==> src/logic/cache_pkg.sv <==
`default_nettype none

package cache_pkg;

    // address split of a 15-bit halfword address
    // tag sits in the top bits, word offset in the bottom bits
    localparam int tag_bits = 6;
    localparam int set_bits = 6;
    localparam int word_bits = 3;
    localparam int addr_bits = 15;

    // one data word per halfword
    localparam int data_bits = 16;

    // storage geometry
    localparam int num_sets = 64;
    localparam int words_per_block = 8;

    // request opcodes from the processor
    typedef enum logic {
        op_read = 1'b0,
        op_invalidate = 1'b1
    } req_op_e;

    // execute stage refill sequence
    typedef enum logic [1:0] {
        st_run = 2'd0,
        st_refill_req = 2'd1,
        st_refill_wait = 2'd2,
        st_replay = 2'd3
    } exec_state_e;

    // request as seen on the processor port
    typedef struct packed {
        req_op_e op;
        logic [addr_bits-1:0] addr;
    } cache_req_t;

    // address after the decode split
    typedef struct packed {
        logic [tag_bits-1:0] tag;
        logic [set_bits-1:0] set;
        logic [word_bits-1:0] word;
    } addr_fields_t;

    // meta byte of one way
    // valid in bit 7, tag in bits 6..1, lru in bit 0
    // lru set means this way is the next victim
    typedef struct packed {
        logic valid;
        logic [tag_bits-1:0] tag;
        logic lru;
    } meta_t;

    // request held in the decode register
    typedef struct packed {
        req_op_e op;
        addr_fields_t fields;
    } decoded_req_t;

    // response toward the processor
    typedef struct packed {
        logic hit;
        logic [data_bits-1:0] data;
    } cache_resp_t;

    // one word of a block refill from memory
    typedef struct packed {
        logic [word_bits-1:0] word;
        logic [data_bits-1:0] data;
    } mem_fill_t;

endpackage

`default_nettype wire

==> src/logic/cache_result.sv <==
`timescale 1ns/1ps
`default_nettype none

module cache_result (
    input  wire logic             clk,
    input  wire logic             rst,
    input  wire logic             exe_valid,
    input  cache_pkg::cache_resp_t exe_resp,
    output logic                  resp_valid,
    output cache_pkg::cache_resp_t resp
);
    import cache_pkg::*;

    // last response, held between strobes
    cache_resp_t resp_q;

    // response strobe toward the processor
    // one cycle high per execute strobe
    always_ff @(posedge clk) begin
        if (rst) begin
            resp_valid <= 1'b0;
        end else begin
            resp_valid <= exe_valid;
        end
    end

    // response word and hit flag
    // only updated when execute delivers a new response
    always_ff @(posedge clk) begin
        if (rst) begin
            resp_q <= '0;
        end else if (exe_valid) begin
            resp_q <= exe_resp;
        end
    end

    assign resp = resp_q;

endmodule

`default_nettype wire

==> config.mk <==
export PLATFORM = sky130hd
export DESIGN_NAME = cache_result
export DESIGN_NICKNAME = d
export VERILOG_FILES = /design/src/logic/cache_pkg.sv /design/src/logic/cache_result.sv
export SDC_FILE = /design/constraint.sdc
export NUM_CORES = 1
export LEC_CHECK = 0
export BUFFER_PORTS_ARGS = -buffer_cell sky130_fd_sc_hd__buf_2
export CAP_MARGIN = 25
export CORE_UTILIZATION = 39
export CTS_BUF_LIST = sky130_fd_sc_hd__clkbuf_4
export CTS_CLUSTER_SIZE = 30
export DETAILED_ROUTE_END_ITERATION = 10
export PLACE_DENSITY = 0.85
export REMOVE_ABC_BUFFERS = 1
export SLEW_MARGIN = 15
export SYNTH_ARGS = -nofsm -noshare
export SYNTH_HDL_FRONTEND = slang
export SYNTH_SLANG_ARGS = --single-unit
==> constraint.sdc <==
create_clock -name clk -period 0.8 [get_ports clk]
set_input_delay 0.16 -clock clk [delete_from_list [all_inputs] [get_ports clk]]
set_output_delay 0.16 -clock clk [all_outputs]
set_load 0.005 [all_outputs]
After elaboration in Yosys (flattened, before gate mapping)
Index checks and enable logic that the tools add are counted.

word-level totals
  register bits = 18
  bits of input ports = 20
  output and inout port bits = 18
  word-level logic and storage cells = 3

Longest topological paths before layout
Gate-level depths: netlist of the first run.

  depth after elaboration = 0
  depth in mapped cells = 4
  mapped depth without buffers = 2

Least setup slack after synthesis of the first run
No wires, ideal clock.

  path type = input -> register
  from = in exe_valid
  to = reg resp_q (netlist bit resp[10])
  library setup time = 0.117 ns
  arrival time = 0.639 ns
  data required time = 0.683 ns
  slack = 0.044 ns
  stages on the path = 4
  buffers on the path = 2
  cells stage by stage = buf_6 buf_12 mux2i_1 nor2_1

RTL lines
  element                 line                RTL
  start: declaration      cache_result.sv:7   input wire logic exe_valid,
  end signal: assignment  cache_result.sv:33  resp_q <= exe_resp;
  end: declaration        cache_result.sv:15  cache_resp_t resp_q;

Worst setup path in the final report of the first run
  from = reg resp_q (netlist bit resp[15])
  to = out resp[15] (netlist bit)

RTL lines
  element           line                RTL
  end: declaration  cache_result.sv:10  output cache_pkg::cache_resp_t resp

No word-level cell between the ends.

==> results of run 1 <==
==> logic make-up (layout without fill, tap and decap cells) <==
| group | count (synthesis) | in the layout |
|---|---|---|
| and+or+nand+nor | 18 | 18 |
| DFF | 18 | 18 |
| muxes | 17 | 17 |
| buffers and inverters | 4 | 47 |
==> metrics by stage <==
stage | worst slack [ns] | setup TNS, ns | total power [mW]
after floorplan | 0.236 | 0 | 1.07
after global placement | -0.00205 | -0.00424 | 1.21
after detailed placement | -0.0241 | -0.166 | 1.22
after CTS | -0.101 | -1.65 | 1.67
after global routing | -0.129 | -2.18 | 1.77
final | -0.0845 | -1.42 | 1.66
==> power by group through the flow <==
stage / combinational [mW] / clock [mW] / sequential [mW]
detailed placement: 0.224 / 0 / 0.992
CTS: 0.239 / 0.452 / 0.980
finish: 0.252 / 0.430 / 0.982
floorplan: 0.0735 / 0 / 0.999
global placement: 0.220 / 0 / 0.990
global route: 0.277 / 0.505 / 0.989
==> flip-flops by register name (all words and copies together) (netlist names) <==
signal / count
resp_valid: 1
resp: 17
==> cell type report <==
type,count,area (µm²),share of cell area (%)
timing repair buffer,43,255,27.6
clock buffer,3,22.5,2.44
sequential,18,383,41.4
tap,16,20.0,2.17
multi-input combinational,35,240,26.0
clock inverter,1,3.75,0.406
==> placed cells by master, fill, tap and decap left out <==
cell / netlist / final
buf_12: 1 / 1
buf_2: 2 / 35
buf_4: 0 / 5
buf_6: 1 / 2
clkbuf_4: 0 / 3
clkinv_1: 0 / 1
dfxtp_2: 0 / 18
mux2i_1: 17 / 17
nor2_1: 17 / 17
nor2b_1: 1 / 1
==> tightest hold or removal path, cell delays in order <==
cell     delay, ns
buf_2         0.08
mux2i_1       0.05
nor2_1        0.07
==> routing by layer <==
layer | GRT usage [%] | wire length [µm] | vias to the layer above
met5 | 0 | 0 | -
met4 | 5.63 | 6 | 0
met3 | 5.17 | 79 | 2
met2 | 22.5 | 624 | 22
met1 | 16.6 | 517 | 223
li1 | - | - | 272
==> what timing repair did <==
item                                    CTS  global route
gates cloned                              0             0
resized for setup                        15             5
setup buffers                             3             2
endpoints found under the setup margin   18            18
==> cells in the mapped netlist (all sizes together) <==
cell   instances
mux2i         17
dfxtp         18
buf            4
nor2          17
nor2b          1
==> worst max-delay path by stage <==
stage	cells after the start	endpoint	slack, ns
floorplan	2	resp[0]	0.24
global placement	4	resp[11]	-0.002
detailed placement	4	resp[9]	-0.02
CTS	1	resp[15]	-0.10
global route	1	resp[4]	-0.13
finish	1	resp[15]	-0.08
==> impl_metrics.yaml, run 1 <==
synthesis:
  synthXorXnorAreaFrac_pct: 0
  syn_area_um2: 642
  synth_top_family_by_area: "multiplexers"
  yosysUniqueCellTypes: 7
  syn_inst: 57
  yosysTopAreaCellShare_pct: 56.1
  synth.ff_latch_count: 18
  ys_warn_count: 0
  yosys.area_share.adder_pct: 0
  synth_compound_area_share_pct: 0
  synth.avg_cell_area_um2: 11.3
  synth-simple-area-share_pct: 10.9
  synth_area_leaders: "dfxtp_1, mux2i_1, nor2_1, buf_12, buf_6"
  synthMuxAreaShare_pct: 26.5
  synth_top_cell_by_area: "dfxtp_1"
  synth_seq_area_share_pct: 56.1
timing:
  setup_viol: 18
  hold_ws_ns: 0.110
  grt_setup_unrepaired: "true"
  fin_crit_sh_pct: 111
  setup_slack_ns: -0.0845
  worst_slew_pin_slew_ns: 0.304
  fin_skew_ns: 0
  drv_slew: 0
  finalHoldViolCount: 0
  slew_headroom_pct: 79.8
  finalCriticalPeriod_ns: 0.884
  max_freq_mhz: 1130
worst_hold_path:
  holdPathEnd: "resp[7]"
  hold_start: "exe_resp[7]"
  holdPathStages: 3
  min_path_type: "input pin to flip-flop"
place:
  port_buffers: 37
  dpl_cell_area_um2: 826
  place_inst: 107
  routabilityCongestion: 0.615
  dp.final_hpwl_um: 809
final_layout:
  drive_gt1_share_pct: 64.0
  nNetsFinal: 121
  fin_cells: 116
  n_antenna_cell: 0
  final_cell_area_um2: 925
  final_util_pct: 60.7
  area_delta_synth_final_pct: 44.1
  fill_cells: 133
critical_path:
  rrSetupSlack_ns: 0.05
  reg2reg_to: "resp[9]"
  reg2reg_from: "resp[9]"
  cp.arrival_ns: 0.72
  crit_start: "resp[15]"
  cp-end-kind: "output port"
  reg2reg_depth: 3
  cp.required_ns: 0.64
  start_kind: "flip-flop"
  crit_chain: "buf_2"
  cp_top_family: "flip-flops"
  slowest_delay_ns: 0.33
  slowest_stage: "dfxtp_2"
  path_class: "flip-flop to output port"
  crit_fanout: 2
  cp_num_buf_inv: 1
power_and_ir_drop:
  p_comb_share_pct: 15.2
  internal_power_mw: 1.29
  p_switching_mw: 0.376
  switching_share_pct: 22.6
  vdd.ir_drop.worst_mv: 0.838
  seqPwrFrac_pct: 59.0
  power_density_nw_per_um2: 1800
  p_clk_share_pct: 25.8
  p_leak_nw: 0.507
route:
  drtIter0Drc: 4
  viasPerCell: 4.47
  postRouteAntennaNets: 0
  drc: 0
  wl_per_cell_um: 10.6
  vias: 519
  totalWireLength_um: 1230
  dr.pass1.iters: 3
floorplanning:
  start_util_pct: 42.1
  pin_count: 38
  die_height_um: 42.6
  rows: 14
  fp.dieW_um: 42.6
  dieArea_um2: 1810
  core_um2: 1520
cts:
  h-tree-depth: 1
  clock_latency_ns: 0.28
  ctsLongestPathBuffers: 2
  cts_root_buf: "clkbuf_4"
  tritoncts: "built"
  hold_buffers: 0
  numCtsBuffers: 3
  clk_pin_slew_ns: 0.09
  clock-sinks: 18
global_routing:
  grt_pass1_vias: 436
  antenna_found_initial: 0
  grt_max_degree: 19
  track_usage_pct: 13.9
  grt_first_pass_wirelength_um: 1860
  grt-ovfl-total: 0
outcome:
  violations: "setup timing"
  status: "complete, but fails checks"
flow_run:
  drv_cap: 0
Note: power is estimated with default switching activity, not from simulation.
==> run 2, diff against run 1 <==
Settings changed: MAX_ROUTING_LAYER from default to met4.
==> run 2 against run 1 <==
The flow still finishes with violations (setup timing). Largest cell class unchanged. Largest power group unchanged. Register-to-register slack is essentially flat. First-iteration DRC count did not move. Clock-buffer cell count did not move. Setup slack barely moved. Maximum frequency unchanged. Via count unchanged. Sequential share of layout area unchanged. Core utilization did not move. Clock skew did not move.
==> impl_metrics.yaml, run 2 (synthesis gave the netlist of run 1 again) <==
critical_path:
  slowest_delay_ns: 0.33
  cp_top_family: "flip-flops"
  slowest_stage: "dfxtp_2"
  cp_num_buf_inv: 1
  crit_fanout: 2
  cp.arrival_ns: 0.72
  cp.required_ns: 0.64
  rrSetupSlack_ns: 0.05
  cp-end-kind: "output port"
  start_kind: "flip-flop"
  path_class: "flip-flop to output port"
  crit_chain: "buf_2"
floorplanning:
  die_height_um: 42.6
  dieArea_um2: 1810
  rows: 14
  core_um2: 1520
  pin_count: 38
  start_util_pct: 42.1
  fp.dieW_um: 42.6
timing:
  drv_slew: 0
  max_freq_mhz: 1130
  slew_headroom_pct: 79.8
  setup_viol: 18
  finalCriticalPeriod_ns: 0.884
  fin_skew_ns: 0
  setup_slack_ns: -0.0845
  fin_crit_sh_pct: 111
  worst_slew_pin_slew_ns: 0.304
  finalHoldViolCount: 0
  grt_setup_unrepaired: "true"
  hold_ws_ns: 0.110
route:
  drc: 0
  vias: 519
  dr.pass1.iters: 3
  postRouteAntennaNets: 0
  viasPerCell: 4.47
  wl_per_cell_um: 10.6
  drtIter0Drc: 4
  totalWireLength_um: 1230
outcome:
  status: "complete, but fails checks"
  violations: "setup timing"
final_layout:
  drive_gt1_share_pct: 64.0
  largest_reg_flops: 17
  n_antenna_cell: 0
  final_cell_mix: "buf_2, dfxtp_2, mux2i_1, nor2_1, buf_4"
  fin_cells: 116
  final_common_cell: "buf_2"
  nNetsFinal: 121
  area_delta_synth_final_pct: 44.1
  fill_cells: 133
global_routing:
  grt_max_degree: 19
  grt-ovfl-total: 0
  grt_pass1_vias: 438
  track_usage_pct: 14.3
  antenna_found_initial: 0
  grt_first_pass_wirelength_um: 1850
cts:
  numCtsBuffers: 3
  clock-sinks: 18
  h-tree-depth: 1
  clock_latency_ns: 0.28
  cts_root_buf: "clkbuf_4"
  ctsLongestPathBuffers: 2
  tritoncts: "built"
  clk_pin_slew_ns: 0.09
place:
  port_buffers: 37
  place_inst: 107
  place_ws_ns: -0.0241
  routabilityCongestion: 0.619
  dp.final_hpwl_um: 809
worst_hold_path:
  min_path_type: "input pin to flip-flop"
power_and_ir_drop:
  power_density_nw_per_um2: 1800
  vdd.ir_drop.worst_mv: 0.838
  p_comb_share_pct: 15.2
  p_clk_share_pct: 25.8
  p_switching_mw: 0.376
  internal_power_mw: 1.29
  switching_share_pct: 22.6
  seqPwrFrac_pct: 59.0
  p_leak_nw: 0.507
flow_run:
  drv_cap: 0
==> run 2: cell counts in the layout (fill, tap and decap cells not counted) <==
Identical to the previous run, type by type.
==> run 2: what timing repair did <==
| action | CTS | global route |
|---|---|---|
| setup buffers | 3 | 2 |
| hold buffers | 0 | 0 |
| resized for setup | 15 | 5 |
| setup endpoints to repair | 18 | 18 |
==> run 2: area by class of cell <==
class,instances,area [µm²],area share [%]
Sequential cell,18,383,41.4
Multi-Input combinational cell,35,240,26.0
Clock buffer,3,22.5,2.44
Timing Repair Buffer,43,255,27.6
Tap cell,16,20.0,2.17
Clock inverter,1,3.75,0.406
==> run 2: power by group through the flow <==
stage / Sequential, mW / Clock [mW] / Combinational [mW]
6_report: 0.982 / 0.430 / 0.252
5_1_grt: 0.989 / 0.505 / 0.277
4_1_cts: 0.980 / 0.452 / 0.239
2_1_floorplan: 0.999 / 0 / 0.0735
3_5_place_dp: 0.992 / 0 / 0.224
3_3_place_gp: 0.990 / 0 / 0.220
==> run 2: path summary, 6_finish.rpt <==
path                     from        to  cells past startpoint
setup / recovery     resp[15]  resp[15]                      1
hold / removal    exe_resp[7]   resp[7]                      3
setup reg to reg      resp[9]   resp[9]                      3
hold reg to reg      resp[16]  resp[16]                      2
==> run 2: routing by layer <==
layer / track usage (%) / wire length (µm) / vias to the layer above
li1: - / - / 272
met1: 16.6 / 519 / 223
met2: 22.5 / 624 / 22
met3: 5.17 / 78 / 2
met4: 5.63 / 6 / 0
met5: - / 0 / -
==> run 2: metrics by stage <==
stage                     TNS (ns)  total power, mW  utilization [%]  instance area [µm²]
after floorplan                  0             1.07                -                  601
after global placement    -0.00424             1.21             54.2                  826
after detailed placement    -0.166             1.22             54.2                  826
after CTS                    -1.65             1.67             58.6                  893
after global routing         -2.18             1.77             60.7                  925
final                        -1.42             1.66             60.7                  925
