--- src/logic/cache_pkg.sv ---
`default_nettype none

package cache_pkg;

    // address split of a 15-bit halfword address
    // tag sits in the top bits, word offset in the bottom bits
    localparam int tag_bits = 6;
    localparam int set_bits = 6;
    localparam int word_bits = 3;
    localparam int addr_bits = 15;

    // one data word per halfword
    localparam int data_bits = 16;

    // storage geometry
    localparam int num_sets = 64;
    localparam int words_per_block = 8;

    // request opcodes from the processor
    typedef enum logic {
        op_read = 1'b0,
        op_invalidate = 1'b1
    } req_op_e;

    // execute stage refill sequence
    typedef enum logic [1:0] {
        st_run = 2'd0,
        st_refill_req = 2'd1,
        st_refill_wait = 2'd2,
        st_replay = 2'd3
    } exec_state_e;

    // request as seen on the processor port
    typedef struct packed {
        req_op_e op;
        logic [addr_bits-1:0] addr;
    } cache_req_t;

    // address after the decode split
    typedef struct packed {
        logic [tag_bits-1:0] tag;
        logic [set_bits-1:0] set;
        logic [word_bits-1:0] word;
    } addr_fields_t;

    // meta byte of one way
    // valid in bit 7, tag in bits 6..1, lru in bit 0
    // lru set means this way is the next victim
    typedef struct packed {
        logic valid;
        logic [tag_bits-1:0] tag;
        logic lru;
    } meta_t;

    // request held in the decode register
    typedef struct packed {
        req_op_e op;
        addr_fields_t fields;
    } decoded_req_t;

    // response toward the processor
    typedef struct packed {
        logic hit;
        logic [data_bits-1:0] data;
    } cache_resp_t;

    // one word of a block refill from memory
    typedef struct packed {
        logic [word_bits-1:0] word;
        logic [data_bits-1:0] data;
    } mem_fill_t;

endpackage

`default_nettype wire

--- src/logic/cache_decode.sv ---
`timescale 1ns/1ps
`default_nettype none

module cache_decode (
    input  wire logic              clk,
    input  wire logic              rst,
    input  wire logic              req_valid,
    input  cache_pkg::cache_req_t  req,
    input  wire logic              stall,
    output logic                   dec_valid,
    output cache_pkg::decoded_req_t dec_req
);
    import cache_pkg::*;

    // field boundaries inside the halfword address
    localparam int word_lo = 0;
    localparam int set_lo = word_bits;
    localparam int tag_lo = word_bits + set_bits;

    // valid bit of the request register
    // while execute stalls the held request must not be lost
    always_ff @(posedge clk) begin
        if (rst) begin
            dec_valid <= 1'b0;
        end else if (!stall) begin
            dec_valid <= req_valid;
        end
    end

    // request payload, split into tag, set and word
    always_ff @(posedge clk) begin
        if (!stall) begin
            dec_req.op <= req.op;
            dec_req.fields.tag <= req.addr[tag_lo +: tag_bits];
            dec_req.fields.set <= req.addr[set_lo +: set_bits];
            dec_req.fields.word <= req.addr[word_lo +: word_bits];
        end
    end

    // the requester watches busy, which is the execute stall
    // a request during a stall would be dropped by the held register
    a_no_req_while_stalled: assert property (
        @(posedge clk) disable iff (rst)
        stall |-> !req_valid
    );

endmodule

`default_nettype wire

--- config.mk ---
export PLATFORM = sky130hd
export DESIGN_NAME = cache_decode
export DESIGN_NICKNAME = d
export VERILOG_FILES = /design/src/logic/cache_pkg.sv /design/src/logic/cache_decode.sv
export SDC_FILE = /design/constraint.sdc
export NUM_CORES = 1
export LEC_CHECK = 0
export BUFFER_PORTS_ARGS = -buffer_cell sky130_fd_sc_hd__buf_4
export CAP_MARGIN = 20
export CORE_AREA = 5 5 44 46
export CTS_CLUSTER_DIAMETER = 40
export DETAILED_ROUTE_END_ITERATION = 16
export DIE_AREA = 0 0 49 51
export PLACE_DENSITY = 0.81
export RECOVER_POWER = 100
export SKIP_CTS_REPAIR_TIMING = 1
export SYNTH_ARGS = -nofsm -noshare
export SYNTH_HDL_FRONTEND = slang
export SYNTH_SLANG_ARGS = --single-unit
--- constraint.sdc ---
create_clock -name clk -period 1.02 [get_ports clk]
set_input_delay 0.153 -clock clk [delete_from_list [all_inputs] [get_ports clk]]
set_output_delay 0.153 -clock clk [all_outputs]
set_load 0.02 [all_outputs]
* Word level (Yosys, flattened, before mapping)
Index checks and enable logic that the tools add are counted.
** Storage, ports and cells
- Flip-flop bits (word level) :: 17
- Input bits :: 20
- Output and inout bits :: 17
- Word-level logic and storage cells :: 5

* Logic depth before layout (Yosys ltp)
Gate-level depths: netlist of run 1.
- Word-level depth :: 0
- Gate-level depth with buffers :: 2
- Gate-level depth less buffers :: 2

* Worst setup path after synthesis of run 1
OpenSTA, ideal clock, no wires.
- Path type :: input -> register
- Start :: input stall
- End :: register dec_req[0] (netlist bit) (enable)
- Library setup time :: 364 ps
- Data arrival time :: 474 ps
- Slack :: 182 ps
- Stages :: 1
- Cells stage by stage :: inv_1
** RTL lines
- from (decl) :: line cache_decode.sv:9 : input wire logic stall,
- to (decl) :: line cache_decode.sv:11 : output cache_pkg::decoded_req_t dec_req
No word-level cell between the ends.

* Worst setup path after layout of run 1
- Start :: register dec_req[10] (netlist bit)
- End :: output dec_req[10] (netlist bit)
No word-level cell between the ends.

==> results of run 1 <==
## final cells by class
| class | count | share of cell area [%] |
|---|---|---|
| Tap cell | 16 | 2.302 |
| Clock inverter | 1 | 0.5755 |
| Multi-Input combinational cell | 2 | 1.583 |
| Sequential cell | 17 | 57.55 |
| Timing Repair Buffer | 38 | 34.96 |
| Clock buffer | 3 | 2.590 |
| Inverter | 1 | 0.4317 |
## cells in the final DEF, fill, tap and decap left out, drive strengths merged
master	n
clkbuf	23
buf	17
edfxtp	16
inv	1
mux2i	1
nor2	1
clkinv	1
dfxtp	1
dlygate4sd3	1
## logic make-up after synthesis
logic type	after synthesis	share of synthesized area [%]
AND/OR/NAND/NOR	1	0.7239
buffers and inverters	1	0.7239
multiplexers	1	1.932
flip-flops	17	96.62
## how the worst min path moves through the flow
stage / depth (start not counted) / endpoint
after global placement: 2 / dec_valid$_SDFFE_PP0N_
after detailed placement: 2 / dec_valid$_SDFFE_PP0N_
after global routing: 1 / dec_req[15]$_DFFE_PN_
after CTS: 2 / dec_valid$_SDFFE_PP0N_
after floorplan: 1 / dec_valid$_SDFFE_PP0N_
final: 1 / dec_req[10]$_DFFE_PN_
## registers in the layout, indices dropped and copies added (netlist names)
name	cells
dec_req	16
dec_valid	1
## routing by layer
metal | vias to the layer above | wire, microns | global-route usage (%)
met4 | 0 | 0 | 1.345
met1 | 157 | 361 | 10.92
met5 | - | 0 | 0
met2 | 16 | 630 | 15.87
li1 | 161 | - | -
met3 | 0 | 112 | 4.651
## stage by stage
step	std cells	instance area [sq um]	util [%]	hold WS, ns	total power, W
6_report	78	869.6	59.10	0.06793	0.001403
5_1_grt	78	869.6	59.10	0.04427	0.001476
3_3_place_gp	73	828.3	56.29	0.3100	0.001080
3_5_place_dp	73	828.3	56.29	0.3192	0.001088
2_1_floorplan	20	518.0	-	0.2254	0.0009357
4_1_cts	77	855.8	58.16	0.01407	0.001417
## where the power goes
group	switching (W)	internal, W	total, W
sequential	0.0000198	0.000823	0.000842
clock	0.000186	0.000145	0.000331
combinational	0.000110	0.000119	0.000229
==> impl_metrics.json, run 1 <==
{
  "worst_ep_required_time_ns": 0.87,
  "critical-path-max-stage-delay_ns": 0.41,
  "netlist_instances": 20,
  "slew_viol_final": 0,
  "timing.final.ws_setup_ns": 0.02989,
  "seq_area_frac_synth_pct": 96.62,
  "yosys-top-cells-count": "16 x edfxtp_1, 1 x dfxtp_1, 1 x inv_1, 1 x mux2i_1, 1 x nor2_1",
  "dieHeight_microns": 51,
  "max-slew-margin-rel_pct": 75.12,
  "holdCritStartpoint": "req[10]",
  "ys_seq_elements": 17,
  "finalSetupTns_ns": 0,
  "crit_path_cell_trace": "buf_6",
  "layout_min_cycle_time_ns": 0.9901,
  "clock_tree_from_tritoncts": "done",
  "num_clock_sinks": 17,
  "post_synth_instance_area_sq_um": 518.0,
  "yosys.cell_count.top_type": "edfxtp_1",
  "synthFlopType": "edfxtp_1",
  "regToRegEndpoint": "dec_valid$_SDFFE_PP0N_",
  "synth.largest_area_cell": "edfxtp_1",
  "clk_transition_reported_paths_ns": 0.10,
  "timing.critical_path.max_delay_family": "flip-flops",
  "worst_case_clock_skew_ns": 0,
  "setup.worst_path.start": "dec_req[10]$_DFFE_PN_",
  "timing.setup.critical_path_class": "reg2out",
  "regToRegStartpoint": "dec_valid$_SDFFE_PP0N_",
  "layout.filler_cells": 121,
  "critical_path_cell_count": 1,
  "worst-slew-pin-transition_ns": 0.3733,
  "critical_path.slowest_cell": "edfxtp_1",
  "postRouteAntennaNets": 0,
  "power.density_nw_per_um2": 1613,
  "achievable-frequency_ghz": 1.010,
  "p_leak_nw": 0.3778,
  "numCtsBuffers": 3,
  "post_synth_num_cell_types": 5,
  "antenna_found_initial": 0,
  "critical_path.endpoint": "dec_req[10]",
  "critPathLaunchType": "flop",
  "nets": 83,
  "yosys-top-cells-area": "edfxtp_1 93%, dfxtp_1 3.9%, mux2i_1 1.9%",
  "r2r_setup_slack_ns": 0.41,
  "timing_hold_violations_final": 0,
  "portBuffers": 36,
  "fp.coreArea_sq_um": 1471,
  "detail_route.drc_violations": 0,
  "rsz0062_at_grt": "yes",
  "min_period_over_period_pct": 97.07,
  "grt_start_max_net_pins": 17,
  "vias": 334,
  "maxCapViolCount": 0,
  "critPathBufInv": 1,
  "setup.worst_path.end_class": "primary output",
  "h-tree-depth": 1,
  "firstDrtPassIters": 1,
  "worst-r2r-cell-count": 2,
  "detail_route.iter0.violations": 0,
  "first_pass_grt_wire_length_microns": 1773,
  "layout.area.seq_sq_um": 500.5,
  "cts-root-to-sink-buffers": 2,
  "totalWireLength_microns": 1104,
  "die_x_microns": 49,
  "timing.critical_path.fanout_max": 1,
  "num_antenna_cells": 0,
  "worstPathArrival_ns": 0.84,
  "syn-mean-instance-area_sq_um": 25.90,
  "place_ws_ns": 0.2131,
  "core.rowCount": 14,
  "cts_root_buffer": "clkbuf_4",
  "proportion_of_layout_cells_with_a_drive_suffix_above_1_pct": 64.52,
  "status": "completed",
  "yosys_warnings": 0,
  "ioPinCount": 37,
  "gr-usage-all-layers_pct": 9.340,
  "via_count_of_the_first_global_routing_pass": 359,
  "clkLatencyLatePin_ns": 0.28,
  "synth.net_count": 40,
  "synth.top_cell.area_share_pct": 92.75,
  "setup_viol_count_final": 0,
  "hold_path.class": "in2reg",
  "max_vdd_drop_v": 0.0009567,
  "initial_core_util_pct": 35.20,
  "async_reset_ff_share_pct": 0,
  "gpl.final_weighted_congestion": 0.6868,
  "multi_input_area_sq_um": 13.76,
  "die_area_sq_um": 2499,
  "flow.area_growth_from_synthesis_pct": 67.87,
  "overflow": 0,
  "count_of_flip_flops_with_a_built_in_enable_after_synthesis": 16,
  "wl_per_cell_microns": 14.15,
  "post_dr_vias_cell": 4.282
}
Power figures use the tool's default switching activity.
==> run 2, diff against run 1 <==
- RECOVER_POWER: 100 -> unset
==> run 2 against run 1 <==
Against the previous run: clock power barely moved; cell area rose by 3.0%; sequential share of layout area fell by 1.7 points; routed wire length rose by 2.4%; total power rose by 1.3%; hold slack got worse by 0.023 ns; non-clock buffer count did not move; combinational power rose by 8%; global-route usage did not move; sequential power barely moved; largest cell class unchanged.
==> impl_metrics.json, run 2 (synthesized netlist as in run 1, its figures left out) <==
{
  "status": "completed",
  "detail_route.iter0.violations": 4,
  "post_dr_vias_cell": 4.244,
  "totalWireLength_microns": 1130,
  "setup_viol_count_final": 0,
  "r2r_setup_slack_ns": 0.41,
  "clock_tree_from_tritoncts": "done",
  "total_power_w": 0.001421,
  "p_leak_nw": 0.3926,
  "proportion_of_layout_cells_with_a_drive_suffix_above_1_pct": 66.13,
  "max-slew-margin-rel_pct": 92.10,
  "final_cell_mix": "28 x buf_4, 16 x edfxtp_1, 8 x buf_6",
  "max_vdd_drop_v": 0.0009587,
  "clkLatencyLatePin_ns": 0.28,
  "timing_hold_violations_final": 0,
  "critical-path-max-stage-delay_ns": 0.41,
  "layout.filler_cells": 117,
  "hold_path.class": "in2reg",
  "nets": 83,
  "die_x_microns": 49,
  "core.rowCount": 14,
  "num_antenna_cells": 0,
  "layout_min_cycle_time_ns": 0.9910,
  "numPlacedInstances": 73,
  "finalSetupTns_ns": 0,
  "numCtsBuffers": 3,
  "largest-register": "dec_req",
  "min_period_over_period_pct": 97.16,
  "critPathLaunchType": "flop",
  "gpl.final_weighted_congestion": 0.6868,
  "worst-slew-pin-transition_ns": 0.1152,
  "antenna_found_initial": 0,
  "postRouteAntennaNets": 0,
  "detail_route.drc_violations": 0,
  "cts_root_buffer": "clkbuf_4",
  "final-instance-count-excl-fill": 78,
  "final_core_utilization_pct": 60.88,
  "timing.setup.critical_path_class": "reg2out",
  "worst_case_clock_skew_ns": 0,
  "vias": 331,
  "num_clock_sinks": 17,
  "critical_path.slowest_cell": "edfxtp_1",
  "initial_core_util_pct": 35.20,
  "die_area_sq_um": 2499,
  "h-tree-depth": 1,
  "crit_path_cell_trace": "buf_6",
  "setup.worst_path.end_class": "primary output",
  "fp.coreArea_sq_um": 1471,
  "overflow": 0,
  "timing.critical_path.max_delay_family": "flip-flops",
  "achievable-frequency_ghz": 1.009,
  "timing.critical_path.fanout_max": 1,
  "portBuffers": 36,
  "gr-usage-all-layers_pct": 9.340,
  "critPathBufInv": 1,
  "dieHeight_microns": 51,
  "flow.area_growth_from_synthesis_pct": 72.95,
  "power.density_nw_per_um2": 1586,
  "clk_transition_reported_paths_ns": 0.10,
  "worstPathArrival_ns": 0.84,
  "max_ffs_per_register": 16,
  "cts-root-to-sink-buffers": 2,
  "first_pass_grt_wire_length_microns": 1773,
  "ioPinCount": 37,
  "maxCapViolCount": 0,
  "via_count_of_the_first_global_routing_pass": 359,
  "layout_commonest_cell": "buf_4",
  "top_registers": "dec_req: 16 flops, dec_valid: 1 flops",
  "wl_per_cell_microns": 14.49,
  "firstDrtPassIters": 2,
  "grt_start_max_net_pins": 17,
  "slew_viol_final": 0,
  "worst_ep_required_time_ns": 0.87,
  "rsz0062_at_grt": "yes"
}
[run 2: cell count changes in the layout (fill, tap and decap cells not counted)]
cell	delta
buf_4	+21
buf_12	+1
buf_2	-2
clkbuf_4	-17
clkbuf_1	-1
clkbuf_2	-2
[run 2: per-stage QoR]
stage / setup WS [ns] / cell area, sq um / hold WS [ns]
final: 0.02896 / 895.9 / 0.04482
after global routing: -0.01911 / 895.9 / 0.02426
after CTS: 0.01304 / 855.8 / 0.01407
after detailed placement: 0.2131 / 828.3 / 0.3192
after global placement: 0.2192 / 828.3 / 0.3100
after floorplan: 0.1819 / 518.0 / 0.2254
[run 2: layout make-up]
type | instances | area [sq um] | share of cell area, %
Clock inverter | 1 | 5.005 | 0.5587
Multi-Input combinational cell | 2 | 13.76 | 1.536
Inverter | 1 | 3.754 | 0.4190
Tap cell | 16 | 20.02 | 2.235
Timing Repair Buffer | 38 | 330.3 | 36.87
Clock buffer | 3 | 22.52 | 2.514
Sequential cell | 17 | 500.5 | 55.87
[run 2: where the power goes]
part           internal [W]  total [W]  switching [W]
clock              0.000145   0.000331       0.000186
sequential         0.000822   0.000843      0.0000203
combinational      0.000135   0.000247       0.000112
[run 2: worst paths after layout]
check | startpoint | to | depth (start not counted)
setup reg to reg | dec_valid$_SDFFE_PP0N_ | dec_valid$_SDFFE_PP0N_ | 2
hold / removal | req[10] | dec_req[10]$_DFFE_PN_ | 1
setup / recovery | dec_req[10]$_DFFE_PN_ | dec_req[10] | 1
hold reg to reg | dec_valid$_SDFFE_PP0N_ | dec_valid$_SDFFE_PP0N_ | 2
[run 2: layer usage]
layer	vias up	wire (microns)	GRT usage [%]	share of wire [%]
met5	-	0	0	0
met2	16	637	15.87	56
met3	0	96	4.651	8.5
li1	161	-	-	-
met1	154	395	10.92	35
met4	0	0	1.345	0
==> run 3, diff against run 2 <==
- CORE_AREA: 5 5 44 46 -> 2 2 42 44
- DIE_AREA: 0 0 49 51 -> 0 0 44 46
- PLACE_DENSITY: 0.81 -> 0.78
==> run 3 against run 2 <==
Against the previous run: cell count increased by 2.6%; highest routed layer unchanged; global-route usage increased by 1.0 points; maximum frequency decreased by 0.12%; sequential power about the same; via count increased by 0.60%; largest power group unchanged; cell area unchanged; sequential share of layout area unchanged; critical path depth unchanged.
==> impl_metrics.json, run 3 (synthesized netlist as in run 1, its figures left out) <==
{
  "status": "completed",
  "flow.area_growth_from_synthesis_pct": 72.95,
  "numCtsBuffers": 3,
  "worst_ep_required_time_ns": 0.87,
  "total_power_w": 0.001425,
  "power.share.combinational_pct": 17.1,
  "p_leak_nw": 0.3941,
  "postRouteAntennaNets": 0,
  "fin_area_sq_um": 895.9,
  "core.rowCount": 15,
  "slew_viol_final": 0,
  "first_pass_grt_wire_length_microns": 1386,
  "final_cell_mix": "29 x buf_4, 16 x edfxtp_1, 9 x buf_6",
  "initial_core_util_pct": 32.09,
  "gr-usage-all-layers_pct": 10.34,
  "proportion_of_layout_cells_with_a_drive_suffix_above_1_pct": 66.67,
  "critical_path.slowest_cell": "edfxtp_1",
  "num_antenna_cells": 0,
  "dieHeight_microns": 46,
  "top_registers": "dec_req: 16 flops, dec_valid: 1 flops",
  "max-slew-margin-rel_pct": 92.23,
  "via_count_of_the_first_global_routing_pass": 314,
  "internal_power_w": 0.001102,
  "critPathBufInv": 1,
  "ioPinCount": 37,
  "overflow": 0,
  "timing_hold_violations_final": 0,
  "die_x_microns": 44,
  "detail_route.drc_violations": 0,
  "power.density_nw_per_um2": 1590,
  "timing.critical_path.max_delay_family": "flip-flops",
  "use_met3_pct": 11.51,
  "clk_transition_reported_paths_ns": 0.10,
  "max_ffs_per_register": 16,
  "cts_root_buffer": "clkbuf_4",
  "power.share.sequential_pct": 59.0,
  "num_clock_sinks": 17,
  "setup.worst_path.end_class": "primary output",
  "grt_start_max_net_pins": 11,
  "critical-path-max-stage-delay_ns": 0.38,
  "met2_capacity_usage_during_global_routing_pct": 14.71,
  "antenna_found_initial": 0,
  "rsz0062_at_grt": "yes",
  "layout_min_cycle_time_ns": 0.9922,
  "power_share_of_the_clock_group_pct": 23.9,
  "timing.critical_path.fanout_max": 1,
  "wl_per_cell_microns": 12.25,
  "maxCapViolCount": 0,
  "worst_case_clock_skew_ns": 0,
  "achievable-frequency_ghz": 1.008,
  "nets": 84,
  "clock_tree_from_tritoncts": "done",
  "power_switching_share_pct": 22.64,
  "switchingPower_w": 0.0003225,
  "gpl.final_weighted_congestion": 0.6459,
  "min_period_over_period_pct": 97.27,
  "final_core_utilization_pct": 55.50,
  "worstPathArrival_ns": 0.84,
  "busiest_layer": "met2",
  "crit_path_cell_trace": "buf_4",
  "layout_commonest_cell": "buf_4",
  "firstDrtPassIters": 2,
  "clkLatencyLatePin_ns": 0.28,
  "fp.coreArea_sq_um": 1614,
  "die_area_sq_um": 2024,
  "max_vdd_drop_v": 0.0008580,
  "hold_path.class": "in2reg",
  "post_dr_vias_cell": 4.163,
  "h-tree-depth": 1,
  "totalWireLength_microns": 980,
  "vias": 333,
  "largest-register": "dec_req",
  "detail_route.iter0.violations": 2,
  "worst-slew-pin-transition_ns": 0.1133,
  "dpl_cell_area_sq_um": 824.5,
  "gr-usage-met1_pct": 10.31,
  "timing.setup.critical_path_class": "reg2out",
  "setup_viol_count_final": 0,
  "portBuffers": 36,
  "cts-root-to-sink-buffers": 2,
  "critPathLaunchType": "flop"
}
==> run 3: cell count changes in the layout (fill, tap and decap cells not counted), sizes merged <==
cell  delta
buf      +1
==> run 3: final timing paths <==
kind | startpoint | end | slack, ns | cells past startpoint
setup / recovery | dec_req[8]$_DFFE_PN_ | dec_req[8] | 0.03 | 1
hold / removal | req[9] | dec_req[9]$_DFFE_PN_ | 0.03 | 1
setup reg to reg | dec_valid$_SDFFE_PP0N_ | dec_valid$_SDFFE_PP0N_ | 0.42 | 2
hold reg to reg | dec_valid$_SDFFE_PP0N_ | dec_valid$_SDFFE_PP0N_ | 0.53 | 2
==> run 3: cell type report <==
class                           instances  area, sq um
Multi-Input combinational cell          2        13.76
Clock buffer                            3        22.52
Tap cell                               17        21.27
Timing Repair Buffer                   39        329.1
Sequential cell                        17        500.5
Clock inverter                          1        5.005
Fill cell                             132        718.2
Inverter                                1        3.754
==> run 3: power groups by stage <==
stage,Sequential (W),Combinational (W),Clock [W]
floorplan,0.000923,0.0000123,0
global placement,0.000852,0.000224,0
detailed placement,0.000852,0.000227,0
CTS,0.000836,0.000227,0.000363
global route,0.000846,0.000258,0.000396
finish,0.000841,0.000243,0.000340
==> run 3: metrics by stage <==
stage	TNS, ns	hold slack [ns]	instances	worst slack [ns]
after floorplan	0	0.2254	20	0.1819
after global placement	0	0.3095	75	0.2091
after detailed placement	0	0.3205	75	0.2009
after CTS	0	0.005261	79	0.001931
after global routing	-0.05124	0.007772	80	-0.01471
final	0	0.03337	80	0.02780
==> run 3: metal layers <==
metal  vias up  wire length, microns
met5         -                     0
met1       136                   348
li1        161                     -
met4         0                     0
met2        36                   420
met3         0                   211
